--- src/ls_cluster_macros.svh ---
// build-wide sizes for the copy cluster
// LS_MEM_WORDS must equal 2**LS_AW, and LS_FIFO_DEPTH must be a power of two
`ifndef LS_CLUSTER_MACROS_SVH
`define LS_CLUSTER_MACROS_SVH

// word and address widths
`define LS_DW 32
`define LS_AW 10

// one engine, one mixer and one memory port per channel
`define LS_NCH 4

`define LS_MEM_WORDS 1024  // full address space, no holes

`define LS_FIFO_DEPTH 4    // per-channel buffer between loads and stores

`endif

--- src/mem_if_pkg.sv ---
// kind of a request on a memory port
// a store never produces a response, a load always produces exactly one
package mem_if_pkg;

  // travels with every request in place of a write enable
  typedef enum logic {
    MEM_LOAD  = 1'b0,
    MEM_STORE = 1'b1
  } mem_op_e;

endpackage

--- src/load_store_mixer.sv ---
// merges one load port and one store port onto a single memory port
// responses go to the load side only, a store gets nothing back
`timescale 1ns/1ps
`include "ls_cluster_macros.svh"

module load_store_mixer import mem_if_pkg::*; #(
  parameter int unsigned AW = `LS_AW,
  parameter int unsigned DW = `LS_DW
) (
  input  logic          clk_i,
  input  logic          rst_ni,
  input  logic          clear_i,

  // load side
  input  logic          ld_req,
  input  logic [AW-1:0] ld_addr,
  output logic          ld_gnt,
  output logic          ld_rvalid,
  output logic [DW-1:0] ld_rdata,

  // store side
  input  logic          st_req,
  input  logic [AW-1:0] st_addr,
  input  logic [DW-1:0] st_data,
  output logic          st_gnt,

  // memory side
  output logic          mem_req,
  output mem_op_e       mem_op,
  output logic [AW-1:0] mem_addr,
  output logic [DW-1:0] mem_wdata,
  input  logic          mem_gnt,
  input  logic          mem_rvalid,
  input  logic [DW-1:0] mem_rdata
);

  logic rr_q;    // 0 favours the load side, 1 the store side
  logic win_st;  // store side owns the memory port this cycle

  // priority only matters when both sides ask at once
  always_comb begin
    if (ld_req && st_req) begin
      win_st = rr_q;
    end else begin
      win_st = st_req;
    end
  end

  always_ff @(posedge clk_i or negedge rst_ni) begin
    if (!rst_ni) begin
      rr_q <= 1'b0;
    end else if (clear_i) begin
      rr_q <= 1'b0;
    end else if (mem_req && mem_gnt) begin
      rr_q <= ~rr_q;   // move on after every accepted request
    end
  end

  // request path
  assign mem_req   = ld_req | st_req;
  assign mem_op    = win_st ? MEM_STORE : MEM_LOAD;
  assign mem_addr  = win_st ? st_addr : ld_addr;
  assign mem_wdata = st_data;                      // ignored by the memory on loads

  // grant goes back to the winner only
  assign ld_gnt = mem_gnt & ~win_st;
  assign st_gnt = mem_gnt & win_st;

  // only loads are answered, so every valid belongs to the load side
  assign ld_rvalid = mem_rvalid;
  assign ld_rdata  = mem_rdata;

  // the memory grant must never reach a side that did not ask
  a_gnt_to_requester: assert property (@(posedge clk_i) disable iff (!rst_ni)
    (ld_gnt |-> ld_req) and (st_gnt |-> st_req));

endmodule

--- config.mk ---
export PLATFORM = sky130hd
export DESIGN_NAME = load_store_mixer
export DESIGN_NICKNAME = d
export VERILOG_FILES = /design/src/mem_if_pkg.sv /design/src/load_store_mixer.sv
export VERILOG_INCLUDE_DIRS = /design/src
export SDC_FILE = /design/constraint.sdc
export NUM_CORES = 1
export LEC_CHECK = 0
export BUFFER_PORTS_ARGS = -buffer_cell sky130_fd_sc_hd__buf_2
export CAP_MARGIN = 20
export CORE_AREA = 2 2 66 68
export CTS_CLUSTER_SIZE = 14
export DETAILED_ROUTE_END_ITERATION = 8
export DIE_AREA = 0 0 68 70
export GPL_TIMING_DRIVEN = 0
export PLACE_DENSITY = 0.79
export SLEW_MARGIN = 20
export SYNTH_ARGS = -nofsm -noshare
export SYNTH_HDL_FRONTEND = slang
export SYNTH_SLANG_ARGS = --single-unit
--- constraint.sdc ---
create_clock -name clk_i -period 3.8 [get_ports clk_i]
set_input_delay 0.95 -clock clk_i [delete_from_list [all_inputs] [get_ports clk_i]]
set_output_delay 0.95 -clock clk_i [all_outputs]
set_load 0.005 [all_outputs]
==> results of run 1 <==
[power breakdown]
group          switching, mW  internal [mW]  leakage, nW
logic                 0.0425          0.101        0.842
registers            0.00127         0.0120       0.0131
clock network              0    0.000000703   0.00000634
total                 0.0438          0.113        0.855
[layer usage]
layer | routed length [µm] | vias to the layer above
li1 | - | 415
met1 | 539 | 347
met2 | 1090 | 100
met3 | 456 | 0
met4 | 0 | 0
met5 | 0 | -
[final timing paths]
kind | from | to
setup / recovery | ld_req | mem_addr[2]
hold / removal | rr_q$_DFFE_PN0P_ | rr_q$_DFFE_PN0P_
setup reg to reg | rr_q$_DFFE_PN0P_ | rr_q$_DFFE_PN0P_
hold reg to reg | rr_q$_DFFE_PN0P_ | rr_q$_DFFE_PN0P_
max in group asynchronous | rst_ni | rr_q$_DFFE_PN0P_
min in group asynchronous | rst_ni | rr_q$_DFFE_PN0P_
[Yosys cell counts]
cell / count
buf_4: 65
mux2_4: 7
mux2_2: 3
inv_1: 2
nor2_1: 2
and2_2: 1
buf_12: 1
dfrtp_1: 1
inv_2: 1
o21ai_0: 1
o21ai_4: 1
or2_2: 1
xor2_1: 1
[layout by cell type (no fill, tap or decap)]
cell type | Yosys | final
or2_2 | 1 | 1
o21ai_4 | 1 | 1
diode_2 | 0 | 1
nor2_1 | 2 | 2
buf_12 | 1 | 1
mux2_2 | 3 | 3
inv_2 | 1 | 1
buf_4 | 65 | 65
dfrtp_1 | 1 | 1
inv_1 | 2 | 2
xor2_1 | 1 | 1
mux2_4 | 7 | 7
and2_2 | 1 | 1
buf_2 | 0 | 104
o21ai_0 | 1 | 1
[logic make-up (layout without fill, tap and decap cells)]
group | Yosys count | after routing
muxes | 10 | 10
xor gates and xnor gates | 1 | 1
buffers and inverters | 69 | 173
AOI/OAI and AO/OA | 2 | 2
other | 0 | 1
DFF | 1 | 1
and+or+nand+nor | 4 | 4
[cell type report]
type / instances / area share
timing repair buffer: 104 / 0.394
buffer: 66 / 0.384
multi-input combinational: 17 / 0.144
tap: 52 / 0.0492
sequential: 1 / 0.0189
inverter: 3 / 0.00851
antenna: 1 / 0.00189
[worst max-delay path, stage by stage]
cell and delay [ns]:
buf_2 0.10, inv_2 0.04, o21ai_4 0.23, buf_12 0.17, mux2_4 0.29, buf_2 0.13
[metrics by stage]
| step | worst slack, ns | area [µm²] | total power, mW | util | instances |
|---|---|---|---|---|---|
| after floorplan | 1.23 | 734 | 0.0987 | - | 87 |
| after global placement | 0.924 | 1320 | 0.156 | 0.319 | 243 |
| final | 0.938 | 1320 | 0.156 | 0.319 | 244 |
| after CTS | 0.918 | 1320 | 0.159 | 0.319 | 243 |
| after detailed placement | 0.922 | 1320 | 0.159 | 0.319 | 243 |
| after global routing | 0.866 | 1320 | 0.171 | 0.319 | 243 |
==> flow_summary.yaml, run 1 <==
status:
  status: "finished, final reports clean"
power_and_ir_drop:
  vdd_drop_max_v: 0.0000407
  p_leak_nw: 0.855
  power_density_mw_per_mm2: 118
cells_and_area:
  fillers: 447
  nets: 284
  largest_register: "rr_q"
  syn_to_final_growth_pct: 80.1
  drive_gt1_frac: 0.963
  multi_input_area_um2: 190
  largestRegisters: "rr_q x1"
  largest_reg_flops: 1
  ff_latch_area_um2: 25.0
setup_path:
  worstSetupStartpointType: "primary input"
  reg2reg_slack_ns: 3.05
  critical_path_required_ns: 2.85
  r2r_cells: 2
  cp.arrival_ns: 1.91
  cp-end-kind: "output pin"
  critical_path_peak_fanout: 10
  crit_type: "primary input to output pin"
synth:
  avgSynthCellArea_um2: 8.44
  yosysSeqAreaShare: 0.0341
  synth_nets: 178
  synthAdderAreaFrac: 0
  synthTopCellsByArea: "buf_4, mux2_4, mux2_2"
  synth_top_family_by_area: "buffers and inverters"
  synth.area.mux_share: 0.189
  synth_compound_area_frac: 0.0290
  synth_warnings: 0
  syn-cell-area_um2: 734
  yosys.area.top_type: "buf_4"
  synth-xor-area-share: 0.0119
  synth.distinct_cells: 13
  synth_top_area_share: 0.664
  syn_inst: 87
  synthSimpleGateAreaFrac: 0.0290
  ys_ff_latch: 1
drt:
  vias: 862
  drtIter0Drc: 4
  drc: 0
  antenna_left: 0
  firstDrtPassIters: 4
  wl_mm: 2.09
  viasPerCell: 3.53
  wl_per_cell_um: 8.57
timing:
  clock.fmax_mhz: 349
  drv_slew: 0
  slew_headroom: 0.848
  period_minus_slack_ns: 2.86
  setup-violations-final: 0
  setup-tns-final_ns: 0
  worst_slew_pin_slew_ns: 0.227
  final-hold-violation-count: 0
  skew_ns: 0
  fin_crit_sh: 0.753
  rsz0062_at_grt: "false"
  whs_ns: 0.599
global_route:
  grt_pass1_wl_mm: 2.58
  use_met1: 0.0597
  overflow: 0
  use_met2: 0.146
  track_usage: 0.0658
  grt_util_met3: 0.0129
  antenna_found_initial: 1
  top_usage_layer: "met2"
  grt_max_degree: 11
  grt_pass1_vias: 648
clock_tree:
  clk_latency_ns: 0
  post-cts-setup-buffers: 0
  ctsHoldBuffers: 0
  clk_pin_slew_ns: 0
  ctsResizeCount: 0
floorplanning:
  die_x_um: 68
  die_h_um: 70
  io_pins: 170
  fp-row-count: 24
  die_area_mm2: 0.00476
  initial_core_util: 0.177
  core_region_area_mm2: 0.00414
min_path:
  hp-class: "register to register"
  hold_depth: 2
placed_design:
  hpwlAfterDp_mm: 2.01
  io_buffers: 104
  gp_congestion: 0.693
run:
  maxCapViolCount: 0
Note: power is estimated with default switching activity, not from simulation.
==> run 2, diff against run 1 <==
--- a/config.mk
+++ b/config.mk
@@ -13,7 +13,7 @@
 export DETAILED_ROUTE_END_ITERATION = 8
 export DIE_AREA = 0 0 68 70
 export GPL_TIMING_DRIVEN = 0
-export PLACE_DENSITY = 0.79
+export PLACE_DENSITY = 0.82
 export SLEW_MARGIN = 20
 export SYNTH_ARGS = -nofsm -noshare
 export SYNTH_HDL_FRONTEND = slang
==> constraint.sdc (replaced) <==
create_clock -name clk_i -period 2.45 [get_ports clk_i]
set_input_delay 0.6125 -clock clk_i [delete_from_list [all_inputs] [get_ports clk_i]]
set_output_delay 0.6125 -clock clk_i [all_outputs]
set_load 0.005 [all_outputs]
==> run 2 against run 1 <==
Routed wire length is 7.1% higher. Power is 56% higher. Hold slack got worse by 0.21 ns. Utilization down 0.060 points. Design area down 0.19%. Register-to-register slack got worse by 1.3 ns. Global-route usage rose by 0.77 points. Combinational power increased by 57%. Die area did not move.
==> flow_summary.yaml, run 2 (synthesized netlist as in run 1, its figures left out) <==
setup_path:
  cp-end-kind: "output pin"
  cp.arrival_ns: 1.58
  worstPathCellList: "buf_2 -> inv_2 -> o21ai_4 -> buf_12 -> mux2_4 -> buf_2"
  critPathMaxStageDelay_ns: 0.30
  r2r_cells: 2
  critical_path_peak_fanout: 10
  cp.depth: 6
  cpMostUsedCell: "buf_2"
  crit_type: "primary input to output pin"
  worst_path_dominant_cell_family: "buffers and inverters"
  slowest_stage: "mux2_4"
  worstSetupStartpointType: "primary input"
  crit_buf_inv: 4
  critical_path_required_ns: 1.84
power_and_ir_drop:
  power.total_mw: 0.244
  power_density_mw_per_mm2: 185
  p_leak_nw: 0.855
  vdd_drop_max_v: 0.0000680
drt:
  wl_per_cell_um: 9.21
  firstDrtPassIters: 4
  vias: 880
  drc: 0
  wl_mm: 2.24
  drtIter0Drc: 4
  viasPerCell: 3.62
  antenna_left: 0
clock_tree:
  ctsHoldBuffers: 0
  clk_latency_ns: 0
  ctsResizeCount: 0
  clk_pin_slew_ns: 0
  post-cts-setup-buffers: 0
timing:
  period_minus_slack_ns: 2.20
  final-hold-violation-count: 0
  setup-violations-final: 0
  setup-tns-final_ns: 0
  slew_headroom: 0.843
  rsz0062_at_grt: "false"
  skew_ns: 0
  whs_ns: 0.389
  clock.fmax_mhz: 455
  drv_slew: 0
  worst_slew_pin_slew_ns: 0.235
  fin_crit_sh: 0.897
cells_and_area:
  mostFrequentLayoutCell: "buf_2"
  mostFrequentLayoutCells: "buf_2, buf_4, mux2_4"
  syn_to_final_growth_pct: 79.7
  largest_register: "rr_q"
  nets: 284
  drive_gt1_frac: 0.963
  largestRegisters: "rr_q x1"
  n_antenna_cell: 0
  largest_reg_flops: 1
  fillers: 466
  layout.cells.non_filler: 243
placed_design:
  io_buffers: 104
  placedCellCount: 243
  gp_congestion: 0.658
floorplanning:
  fp-row-count: 24
  die_area_mm2: 0.00476
  io_pins: 170
  die_x_um: 68
  initial_core_util: 0.177
  core_region_area_mm2: 0.00414
  die_h_um: 70
run:
  maxCapViolCount: 0
global_route:
  antenna_found_initial: 1
  track_usage: 0.0735
  grt_max_degree: 11
  grt_pass1_wl_mm: 2.85
  overflow: 0
  grt_pass1_vias: 770
status:
  status: "finished, final reports clean"
min_path:
  hp-class: "primary input to asynchronous set/reset pin"
==> run 2: cell count changes in the layout (fill, tap and decap cells not counted) <==
cell | before | now
diode_2 | 1 | 0
==> run 2: layout make-up <==
cell class                 count  area [µm²]  share of cell area
buffer                        66         508               0.385
inverter                       3        11.3             0.00853
multi-input combinational     17         190               0.144
sequential                     1        25.0              0.0190
tap                           52        65.1              0.0493
timing repair buffer         104         520               0.394
==> run 2: power by group <==
group	switching, mW	internal [mW]	total, mW
sequential	0.00210	0.0186	0.0207
clock	0	0	0
combinational	0.0675	0.156	0.224
total	0.0696	0.175	0.244
==> run 2: layer usage <==
metal / track usage / vias to the layer above / wire [µm]
met1: 0.0519 / 366 / 523
met5: 0 / - / 7
met2: 0.173 / 98 / 1200
li1: - / 412 / -
met4: 0 / 2 / 1
met3: 0.0242 / 2 / 504
==> run 2: worst paths after layout <==
path	end	start	slack, ns
max	mem_addr[6]	ld_req	0.25
min	rr_q$_DFFE_PN0P_	rst_ni	0.39
max reg2reg	rr_q$_DFFE_PN0P_	rr_q$_DFFE_PN0P_	1.70
min reg2reg	rr_q$_DFFE_PN0P_	rr_q$_DFFE_PN0P_	0.59
max in group asynchronous	rr_q$_DFFE_PN0P_	rst_ni	1.97
min in group clk_i	rr_q$_DFFE_PN0P_	rr_q$_DFFE_PN0P_	0.59
==> run 2: metrics by stage <==
step / instance area, µm² / util / worst slack [ns]
2_1_floorplan: 734 / - / 0.550
3_5_place_dp: 1320 / 0.319 / 0.229
3_3_place_gp: 1320 / 0.319 / 0.228
6_report: 1320 / 0.319 / 0.253
4_1_cts: 1320 / 0.319 / 0.225
5_1_grt: 1320 / 0.319 / 0.196
