[src/ls_cluster_macros.svh]
// build-wide sizes for the copy cluster
// LS_MEM_WORDS must equal 2**LS_AW, and LS_FIFO_DEPTH must be a power of two
`ifndef LS_CLUSTER_MACROS_SVH
`define LS_CLUSTER_MACROS_SVH

// word and address widths
`define LS_DW 32
`define LS_AW 10

// one engine, one mixer and one memory port per channel
`define LS_NCH 4

`define LS_MEM_WORDS 1024  // full address space, no holes

`define LS_FIFO_DEPTH 4    // per-channel buffer between loads and stores

`endif

[src/copy_pkg.sv]
// data types of the copy engines
// widths come from ls_cluster_macros.svh
`include "ls_cluster_macros.svh"

package copy_pkg;

  typedef logic [`LS_DW-1:0] word_t;
  typedef logic [`LS_AW-1:0] addr_t;  // word address, not byte address

  // RUN issues loads and stores, DRAIN only stores what is left
  typedef enum logic [1:0] {
    AGU_IDLE  = 2'd0,
    AGU_RUN   = 2'd1,
    AGU_DRAIN = 2'd2
  } agu_state_e;

endpackage

[src/copy_agu.sv]
// copy engines, one per channel; source and destination must not overlap
// base and length are sampled at start, later changes do not affect a run
`timescale 1ns/1ps
`include "ls_cluster_macros.svh"

module copy_agu import copy_pkg::*; (
  input  logic                clk_i,
  input  logic                rst_ni,
  input  logic                clear_i,
  input  logic                start_i,
  input  addr_t               src_base,
  input  addr_t               dst_base,
  input  addr_t               len,
  output logic  [`LS_NCH-1:0] ld_req,
  output addr_t [`LS_NCH-1:0] ld_addr,
  input  logic  [`LS_NCH-1:0] ld_gnt,
  input  logic  [`LS_NCH-1:0] ld_rvalid,
  input  word_t [`LS_NCH-1:0] ld_rdata,
  output logic  [`LS_NCH-1:0] st_req,
  output addr_t [`LS_NCH-1:0] st_addr,
  output word_t [`LS_NCH-1:0] st_data,
  input  logic  [`LS_NCH-1:0] st_gnt,
  output logic                busy,
  output logic                done
);

  localparam int unsigned DEPTH = `LS_FIFO_DEPTH;
  localparam int unsigned PW    = $clog2(DEPTH);
  localparam int unsigned CW    = $clog2(DEPTH + 1);

  logic               run_q;   // a run is in flight, or its done is showing
  logic [`LS_NCH-1:0] idle;
  logic               start_ok;

  assign done     = run_q & (&idle);
  assign busy     = run_q & ~(&idle);
  assign start_ok = start_i & ~busy;

  always_ff @(posedge clk_i or negedge rst_ni) begin
    if (!rst_ni) begin
      run_q <= 1'b0;
    end else if (clear_i) begin
      run_q <= 1'b0;               // abort, no done
    end else if (start_ok) begin
      run_q <= 1'b1;
    end else if (done) begin
      run_q <= 1'b0;
    end
  end

  for (genvar c = 0; c < `LS_NCH; c++) begin : g_ch
    agu_state_e    state_q, state_d;
    addr_t         ld_cnt_q, st_cnt_q;
    addr_t         len_q, src_q, dst_q;
    logic [CW-1:0] out_q;          // loads granted, data not yet back
    logic [CW-1:0] fifo_cnt_q;
    logic [PW-1:0] wr_ptr_q, rd_ptr_q;
    word_t         fifo_q [DEPTH];
    logic          ld_fire, st_fire, room;

    // a word is reserved in the fifo as soon as its load is issued
    assign room    = (CW'(out_q) + CW'(fifo_cnt_q)) < CW'(DEPTH);
    assign ld_req[c]  = (state_q == AGU_RUN) & room & ~clear_i;
    assign ld_addr[c] = src_q + ld_cnt_q;
    assign st_req[c]  = (state_q != AGU_IDLE) & (fifo_cnt_q != '0) & ~clear_i;
    assign st_addr[c] = dst_q + st_cnt_q;
    assign st_data[c] = fifo_q[rd_ptr_q];
    assign ld_fire = ld_req[c] & ld_gnt[c];
    assign st_fire = st_req[c] & st_gnt[c];
    assign idle[c] = (state_q == AGU_IDLE);

    always_comb begin
      state_d = state_q;
      case (state_q)
        AGU_IDLE:  if (start_ok && len != '0) state_d = AGU_RUN;
        AGU_RUN:   if (ld_fire && ld_cnt_q == len_q - 1'b1) state_d = AGU_DRAIN;
        AGU_DRAIN: if (st_fire && st_cnt_q == len_q - 1'b1) state_d = AGU_IDLE;
        default:   state_d = AGU_IDLE;
      endcase
    end

    always_ff @(posedge clk_i or negedge rst_ni) begin
      if (!rst_ni) begin
        state_q    <= AGU_IDLE;
        ld_cnt_q   <= '0;
        st_cnt_q   <= '0;
        out_q      <= '0;
        fifo_cnt_q <= '0;
        wr_ptr_q   <= '0;
        rd_ptr_q   <= '0;
      end else if (clear_i) begin
        state_q    <= AGU_IDLE;
        ld_cnt_q   <= '0;
        st_cnt_q   <= '0;
        out_q      <= '0;
        fifo_cnt_q <= '0;
        wr_ptr_q   <= '0;
        rd_ptr_q   <= '0;
      end else begin
        state_q <= state_d;
        if (state_q == AGU_IDLE) begin
          ld_cnt_q <= '0;
          st_cnt_q <= '0;
        end else begin
          ld_cnt_q <= ld_cnt_q + addr_t'(ld_fire);
          st_cnt_q <= st_cnt_q + addr_t'(st_fire);
        end
        if (ld_fire && !ld_rvalid[c]) out_q <= out_q + 1'b1;
        else if (!ld_fire && ld_rvalid[c]) out_q <= out_q - 1'b1;
        if (ld_rvalid[c] && !st_fire) fifo_cnt_q <= fifo_cnt_q + 1'b1;
        else if (!ld_rvalid[c] && st_fire) fifo_cnt_q <= fifo_cnt_q - 1'b1;
        if (ld_rvalid[c]) wr_ptr_q <= wr_ptr_q + 1'b1;  // wraps, depth is 2**PW
        if (st_fire) rd_ptr_q <= rd_ptr_q + 1'b1;
      end
    end

    // channel block c sits at c*len above each base
    always_ff @(posedge clk_i) begin
      if (start_ok && state_q == AGU_IDLE) begin
        len_q <= len;
        src_q <= src_base + addr_t'(c) * len;
        dst_q <= dst_base + addr_t'(c) * len;
      end
      if (ld_rvalid[c]) fifo_q[wr_ptr_q] <= ld_rdata[c];
    end

    // the load credit check must keep a returning word from finding the fifo full
    a_fifo_no_overflow: assert property (@(posedge clk_i) disable iff (!rst_ni)
      ld_rvalid[c] |-> fifo_cnt_q != CW'(DEPTH));

    a_rvalid_expected: assert property (@(posedge clk_i) disable iff (!rst_ni)
      ld_rvalid[c] |-> out_q != '0);
  end

endmodule

[config.mk]
export PLATFORM = sky130hd
export DESIGN_NAME = copy_agu
export DESIGN_NICKNAME = d
export VERILOG_FILES = /design/src/copy_pkg.sv /design/src/copy_agu.sv
export VERILOG_INCLUDE_DIRS = /design/src
export SDC_FILE = /design/constraint.sdc
export NUM_CORES = 1
export LEC_CHECK = 0
export ABC_CLOCK_PERIOD_IN_PS = 6700
export BUFFER_PORTS_ARGS = -buffer_cell sky130_fd_sc_hd__buf_2
export CAP_MARGIN = 30
export CORE_MARGIN = 4
export CORE_UTILIZATION = 35
export DETAILED_ROUTE_END_ITERATION = 16
export REMOVE_ABC_BUFFERS = 1
export SLEW_MARGIN = 15
export SYNTH_ARGS = -nofsm -noshare
export SYNTH_HDL_FRONTEND = slang
export SYNTH_SLANG_ARGS = --single-unit
[constraint.sdc]
create_clock -name clk_i -period 6.7 [get_ports clk_i]
set_clock_uncertainty 0.15 [all_clocks]
set_input_delay 0.67 -clock clk_i [delete_from_list [all_inputs] [get_ports clk_i]]
set_output_delay 0.67 -clock clk_i [all_outputs]
set_load 0.01 [all_outputs]
==> metrics.md, run 1 <==
| Metric | Value |
|---|---|
| Nets@finish | 3221 |
| Synth Cell Area | 35900 um^2 |
| Clock sinks | 761 |
| Final setup margin | 2.49 ns |
| P per Cell Area | 280 nW/um^2 |
| Area grow syn2layout | 18.4% |
| Initial antenna violation count | 11 |
| Static Leak | 16.1 nW |
| Largest net degree at the start of global routing | 77 |
| Final worst-path cycle share | 62.8% |
| Flops & latches, synth | 761 |
| Worst setup SP type | register |
| Starting Density | 35.3% |
| Clock buffer depth | 3 |
| Iter 0 DRT Violations | 1506 |
| First-pass GRT wire length | 133000 um |
| Placed Area | 39500 um^2 |
| Average size of a mapped cell | 14.9 um^2 |
| Status | complete, no violations |
| Vias per cell | 4.92 |
| RSZ-0062 raised after global routing | no |
| Fin crit period | 4.21 ns |
| YS warnings | 0 |
| Post-synth top cells | 632 x edfxtp_1, 175 x ha_1, 168 x xnor2_1, 145 x nor2_1, 130 x xor2_1 |
| CORE AREA | 102000 um^2 |
| Power consumption | 0.0119 W |
| Total negative slack | 0 ns |
| Top FF cell, synth | edfxtp_1 |
| Die H | 328 um |
| Grt total ovfl | 0 |
| Worst slack, placed | 2.93 ns |
| CP Class | reg2out |
| R2R Setup Slk | 3.36 ns |
| GRT Util Overall | 16.4% |
| Clock slew at reported path FFs | 0.06 ns |
| IO Pins | 392 |
| VDD IR max | 167 uV |
| Top cells by area, synth | edfxtp_1 53%, dfrtp_1 9.0%, mux4_2 8.0% |
| HP Class | in2reg |
| Die W | 328 um |
| CP Capture Type | output pin |
| Worst Path Required | 5.88 ns |
| Max_cap viols | 0 |
| Worst rel slew slack | 37.2% |
| F_max | 238 MHz |
| Hpwl dp | 62500 um |
| CP Max Fanout | 5 |
| Final ANT Viol Nets | 0 |
| Final setup fails | 0 |
| Library cells used by synthesis | 78 |
| Clock Latency Late Sink | 0.66 ns |
| Worst Tran Pin Value | 0.937 ns |
| Top-count cell post-synth | edfxtp_1 |
| Layout cells sized above 1 | 24.7% |
| Final Slew Violations | 0 |
| Seq/Total Area, Yosys | 61.9% |
| WL/cell | 20.8 um |
| Gp weighted congestion | 0.810 |
| TritonRoute pass-1 iters | 5 |
| Ys async rst share | 17.0% |
| Crit path DAT | 3.39 ns |
| Vias in the first global route | 21100 |
| Final instance area | 42500 um^2 |
| Die area | 108000 um^2 |
| EDFF count, synth | 632 |
| CTS HTree Levels | 3 |
| Via Count | 21100 |
| Rows | 117 |
| Port buffer count | 391 |
| Fin. Hold Viols | 0 |
| WL final | 89200 um |
| CTS buffer count | 85 |
| Cells after synthesis | 2403 |
| CTS tree | yes |
| Yosys top cell area share | 52.9% |
| Synth area leader | edfxtp_1 |
| Root Buffer | clkbuf_16 |
| DRC Markers | 0 |
## final timing paths
kind | cells after the start | endpoint | startpoint
worst max register to register | 9 | g_ch[2].state_q[0] | g_ch[2].len_q[0]
worst min register to register | 1 | g_ch[3].rd_ptr_q[0] | g_ch[3].rd_ptr_q[0]
worst max-delay path | 9 | st_addr[39] | g_ch[3].st_cnt_q[1]
worst min-delay path | 1 | g_ch[3].fifo_q[3][31] | ld_rdata[127]
min in group asynchronous | 2 | g_ch[1].ld_cnt_q[6] | rst_ni
max in group asynchronous | 3 | g_ch[2].rd_ptr_q[0] | rst_ni
## metal layers
layer	track usage [%]	up-vias	routed length, um
li1	-	9953	-
met3	2.98	130	5330
met1	22.6	10500	39500
met2	26.3	548	41900
met4	5.57	4	2450
met5	0	-	26
## layout by cell type, fill, tap and decap left out, types with 13 or more instances in the layout
cell | netlist | layout
dfrtp_1 | 129 | 123
xnor2_1 | 168 | 168
nor2_1 | 145 | 145
nand2b_1 | 29 | 29
xor2_1 | 130 | 130
fa_1 | 23 | 23
o21ai_0 | 83 | 83
and2_1 | 47 | 47
a21o_1 | 29 | 29
nand2_1 | 64 | 64
nand4_1 | 15 | 15
or4_1 | 13 | 13
inv_1 | 117 | 117
a21oi_1 | 84 | 84
nor2b_1 | 23 | 23
nand3_1 | 53 | 53
edfxtp_1 | 632 | 632
or3_1 | 21 | 21
buf_4 | 1 | 32
nor3_1 | 66 | 62
buf_2 | 0 | 390
clkinv_2 | 0 | 16
a211oi_1 | 16 | 16
bufinv_16 | 0 | 15
ha_1 | 175 | 175
clkinv_1 | 0 | 16
clkbuf_16 | 0 | 86
mux4_2 | 128 | 128
## critical path: stages (launching register included)
cell and delay, ns:
dfrtp_1 0.45, ha_1 0.32, a21o_1 0.18, a21oi_1 0.22, nor2b_1 0.07, o21ai_0 0.23
a211o_1 0.21, nor2_1 0.06, a211oi_1 0.73, buf_2 0.27
## stage by stage
stage	cells	hold slack, ns	utilization [%]
finish	4292	0.0778	41.7
global placement	4129	0.315	38.8
CTS	4286	0.00702	41.7
floorplan	2338	0.224	-
detailed placement	4129	0.320	38.8
global route	4289	0.0344	41.7
## logic make-up after synthesis
logic type,after synthesis,share of synthesized area (%)
compound gates,285,5.07
xor+xnor,301,7.43
fa+ha+maj,198,7.39
buf+inv,182,2.13
flops,761,61.9
mux,135,8.23
simple gates,541,7.87
## timing repair
action / CTS / global route
hold endpoints to repair: 75 / 0
buffers inserted: 0 / 0
resized for setup: 0 / 0
hold buffers: 1 / 0
## registers in the layout, indices dropped and copies added (netlist names)
name	cells
g_ch.out_q	12
g_ch.wr_ptr_q	8
g_ch.st_cnt_q	40
g_ch.src_q	40
g_ch.rd_ptr_q	8
run_q	1
g_ch.fifo_cnt_q	12
g_ch.dst_q	40
g_ch.len_q	40
g_ch.fifo_q	512
g_ch.state_q	8
g_ch.ld_cnt_q	40
## report_power, final
part | internal [W] | switching [W]
combinational | 0.000582 | 0.000845
clock | 0.00295 | 0.00195
sequential | 0.00543 | 0.000116
total | 0.00897 | 0.00291
## final cells by class
type / count / area, um^2
multi-input cells: 1460 / 12900
repair buffers: 424 / 2210
flip-flops and latches: 761 / 22200
clock inverters: 63 / 772
inverters: 117 / 439
fillers: 9290 / 59300
clock buffers: 93 / 2180
diodes: 6 / 15.0
well taps: 1368 / 1710
(Power assumes the default switching activity.)
==> inputs of run 2 (changes only) <==
- ABC_CLOCK_PERIOD_IN_PS: 6700 -> 3960
- clock period: 6.7 -> 3.96 ns (I/O delays scaled with it)
==> run 2 against run 1 <==
Against the previous run:
- first-iteration DRC count shrank 10%
- clock power is 66% higher
- count of clock-buffer cells in the layout increased by 6
- sequential cell count did not move
==> metrics.md, run 2 (same netlist as run 1, synthesis figures left out) <==
| Metric | Value |
|---|---|
| Worst reg2reg path depth | 9 (unchanged) |
| Die area | 108000 um^2 (unchanged) |
| Area of the multi-input gates | 12900 um^2 (unchanged) |
| Worst rel slew slack | 40.2% (+3.1 points) |
| Crit path DAT | 3.15 ns (-0.24 ns) |
| Worst setup SP type | register |
| RSZ-0062 raised after global routing | no |
| R2R Path Start | g_ch[2].len_q[0] |
| CP Capture Type | output pin |
| Cts-stage hold buffer count | 163 (+162) |
| Sequential cell area | 22200 um^2 (unchanged) |
| IO Pins | 392 (unchanged) |
| Top reg by flops | g_ch.fifo_q |
| WL/cell | 20.2 um (-2.6%) |
| CORE AREA | 102000 um^2 (unchanged) |
| Power consumption | 0.0201 W (+69%) |
| Status | complete, no violations |
| Worst hold path startpoint | len[8] |
| DRC Markers | 0 (unchanged) |
| Final Slew Violations | 0 (unchanged) |
| Vias in the first global route | 22000 (+4.1%) |
| Max_cap viols | 0 (unchanged) |
| CTS HTree Levels | 3 (unchanged) |
| VDD IR max | 285 uV (+70%) |
| Grt total ovfl | 0 (unchanged) |
| CP Class | reg2out |
| Worst path bufs/invs | 2 (+1) |
| Sw Ratio | 24.6% (+0.081 points) |
| P per Cell Area | 456 nW/um^2 (+63%) |
| Initial antenna violation count | 6 (-5) |
| Fin crit period | 3.70 ns |
| Worst Path Required | 3.41 ns (-2.47 ns) |
| Vias per cell | 4.87 (-0.90%) |
| R2R Path End | g_ch[2].state_q[0] |
| Final worst-path cycle share | 93.3% |
| Pint | 0.0152 W (+69%) |
| Cells on Worst Hold Path | 1 (unchanged) |
| R2R Setup Slk | 0.96 ns (-2.40 ns) |
| WL final | 90200 um (+1.2%) |
| Via Count | 21700 (+2.9%) |
| Final ANT Viol Nets | 0 (unchanged) |
| HP Class | in2reg |
| Root Buffer | clkbuf_16 |
| F_max | 271 MHz |
| Clock Latency Late Sink | 0.65 ns (about the same) |
| Nets@finish | 3393 (+5.3%) |
| Iter 0 DRT Violations | 1355 (-10%) |
| Static Leak | 16.8 nW (+4.4%) |
| Clock sinks | 761 (unchanged) |
| Layout fillers | 9168 (-1.3%) |
| Psw | 0.00494 W (+70%) |
| TritonRoute pass-1 iters | 5 (unchanged) |
| Port buffer count | 391 (unchanged) |
| Die H | 328 um (unchanged) |
| Die W | 328 um (unchanged) |
| Total negative slack | 0 ns (unchanged) |
| Clock power frac | 40.5% (-0.8 points) |
| Clock buffer depth | 3 (unchanged) |
| Logic pwr share | 12.7% (+0.7 points) |
| Post-CTS sizing | 0 (unchanged) |
| Starting Density | 35.3% (unchanged) |
| Hpwl dp | 63200 um (+1.0%) |
| CTS tree | yes |
| GRT Util Overall | 16.7% (+0.28 points) |
| Largest net degree at the start of global routing | 92 (+19%) |
| Largest stage delay on the critical path | 0.47 ns (-0.26 ns) |
| CP max-delay cell | xor2_1 |
| Seq pwr share | 46.8% (about the same) |
| Crit path cell chain | ha_1 -> inv_1 -> fa_1 -> nor2b_1 -> o21ai_0 -> nand2b_1 -> a21o_1 -> a21oi_1 -> o21ai_0 -> xor2_1 -> buf_2 |
| Crit-path leading delay family | adder cells |
| Fin. Hold Viols | 0 (unchanged) |
| Rows | 117 (unchanged) |
| Worst Tran Pin Value | 0.896 ns (-0.0405 ns) |
| Gp weighted congestion | 0.815 (+0.59%) |
| Worst hold path endpoint | g_ch[1].len_q[8] |
| First-pass GRT wire length | 137000 um (+2.4%) |
| Final setup fails | 0 (unchanged) |
| CTS buffer count | 84 (-1.2%) |
| Top cell by count, worst path | o21ai_0 |
| Setup repair bufs after CTS | 0 (unchanged) |
| Commonest non-fill, non-tap cells in the layout | 632 x edfxtp_1, 390 x buf_2, 175 x ha_1 |
| Flip-flop count of the largest register after layout | 512 (unchanged) |
| Layout cells sized above 1 | 23.4% (-1.3 points) |
| Area grow syn2layout | 23.1% |
| Clock slew at reported path FFs | 0.06 ns (about the same) |
| CP Max Fanout | 3 (-2) |
| Commonest non-fill, non-tap cell in the layout | edfxtp_1 |
run 2: changes by cell type in the layout (fill, tap and decap cells not counted), sizes merged:
cell / change
dlygate4sd3: +163
buf: +10
clkbuf: +6
clkinv: -6
diode: -4
bufinv: -2
inv: -2
clkinvlp: +1
run 2: power by group through the flow:
stage	Sequential [W]	Combinational, W	Clock, W
5_1_grt	0.00944	0.00282	0.00873
6_report	0.00941	0.00256	0.00815
3_3_place_gp	0.00957	0.00243	0
4_1_cts	0.00941	0.00259	0.00838
2_1_floorplan	0.00952	0.00144	0
3_5_place_dp	0.00957	0.00245	0
run 2: routing by layer:
layer,track usage [%],wire [um],vias to the layer above
met1,22.9,40200,10800
met5,0,11,-
met3,3.62,5280,122
li1,-,-,10300
met2,26.6,42200,520
met4,5.36,2530,2
run 2: worst max path at each step:
stage,depth (start not counted),end,startpoint,slack [ns]
floorplan,4,g_ch[0].dst_q[0],g_ch[1].state_q[1],0.05
global placement,10,g_ch[3].src_q[9],len[1],0.53
detailed placement,10,g_ch[3].src_q[9],len[1],0.51
CTS,11,st_addr[38],g_ch[3].st_cnt_q[0],0.19
global route,11,st_addr[38],g_ch[3].st_cnt_q[0],0.05
finish,11,st_addr[38],g_ch[3].st_cnt_q[0],0.26
run 2: final cells by class:
class	instances	share of cell area, %
clock buffers	99	4.98
clock inverters	54	1.56
repair buffers	597	8.98
inverters	117	0.995
multi-input cells	1460	29.3
flip-flops and latches	761	50.3
diodes	2	0.0113
well taps	1368	3.88
run 2: through the flow:
| step | instance area (um^2) | setup slack [ns] | utilization, % | cells | hold slack, ns |
|---|---|---|---|---|---|
| after floorplan | 35600 | 0.0495 | - | 2338 | -0.0496 |
| after global placement | 39600 | 0.533 | 38.9 | 4138 | 0.374 |
| after detailed placement | 39600 | 0.507 | 38.9 | 4138 | 0.382 |
| after CTS | 44100 | 0.193 | 43.4 | 4454 | 0.0186 |
| after global routing | 44100 | 0.0546 | 43.4 | 4457 | 0.0333 |
| final | 44200 | 0.264 | 43.4 | 4458 | 0.0801 |
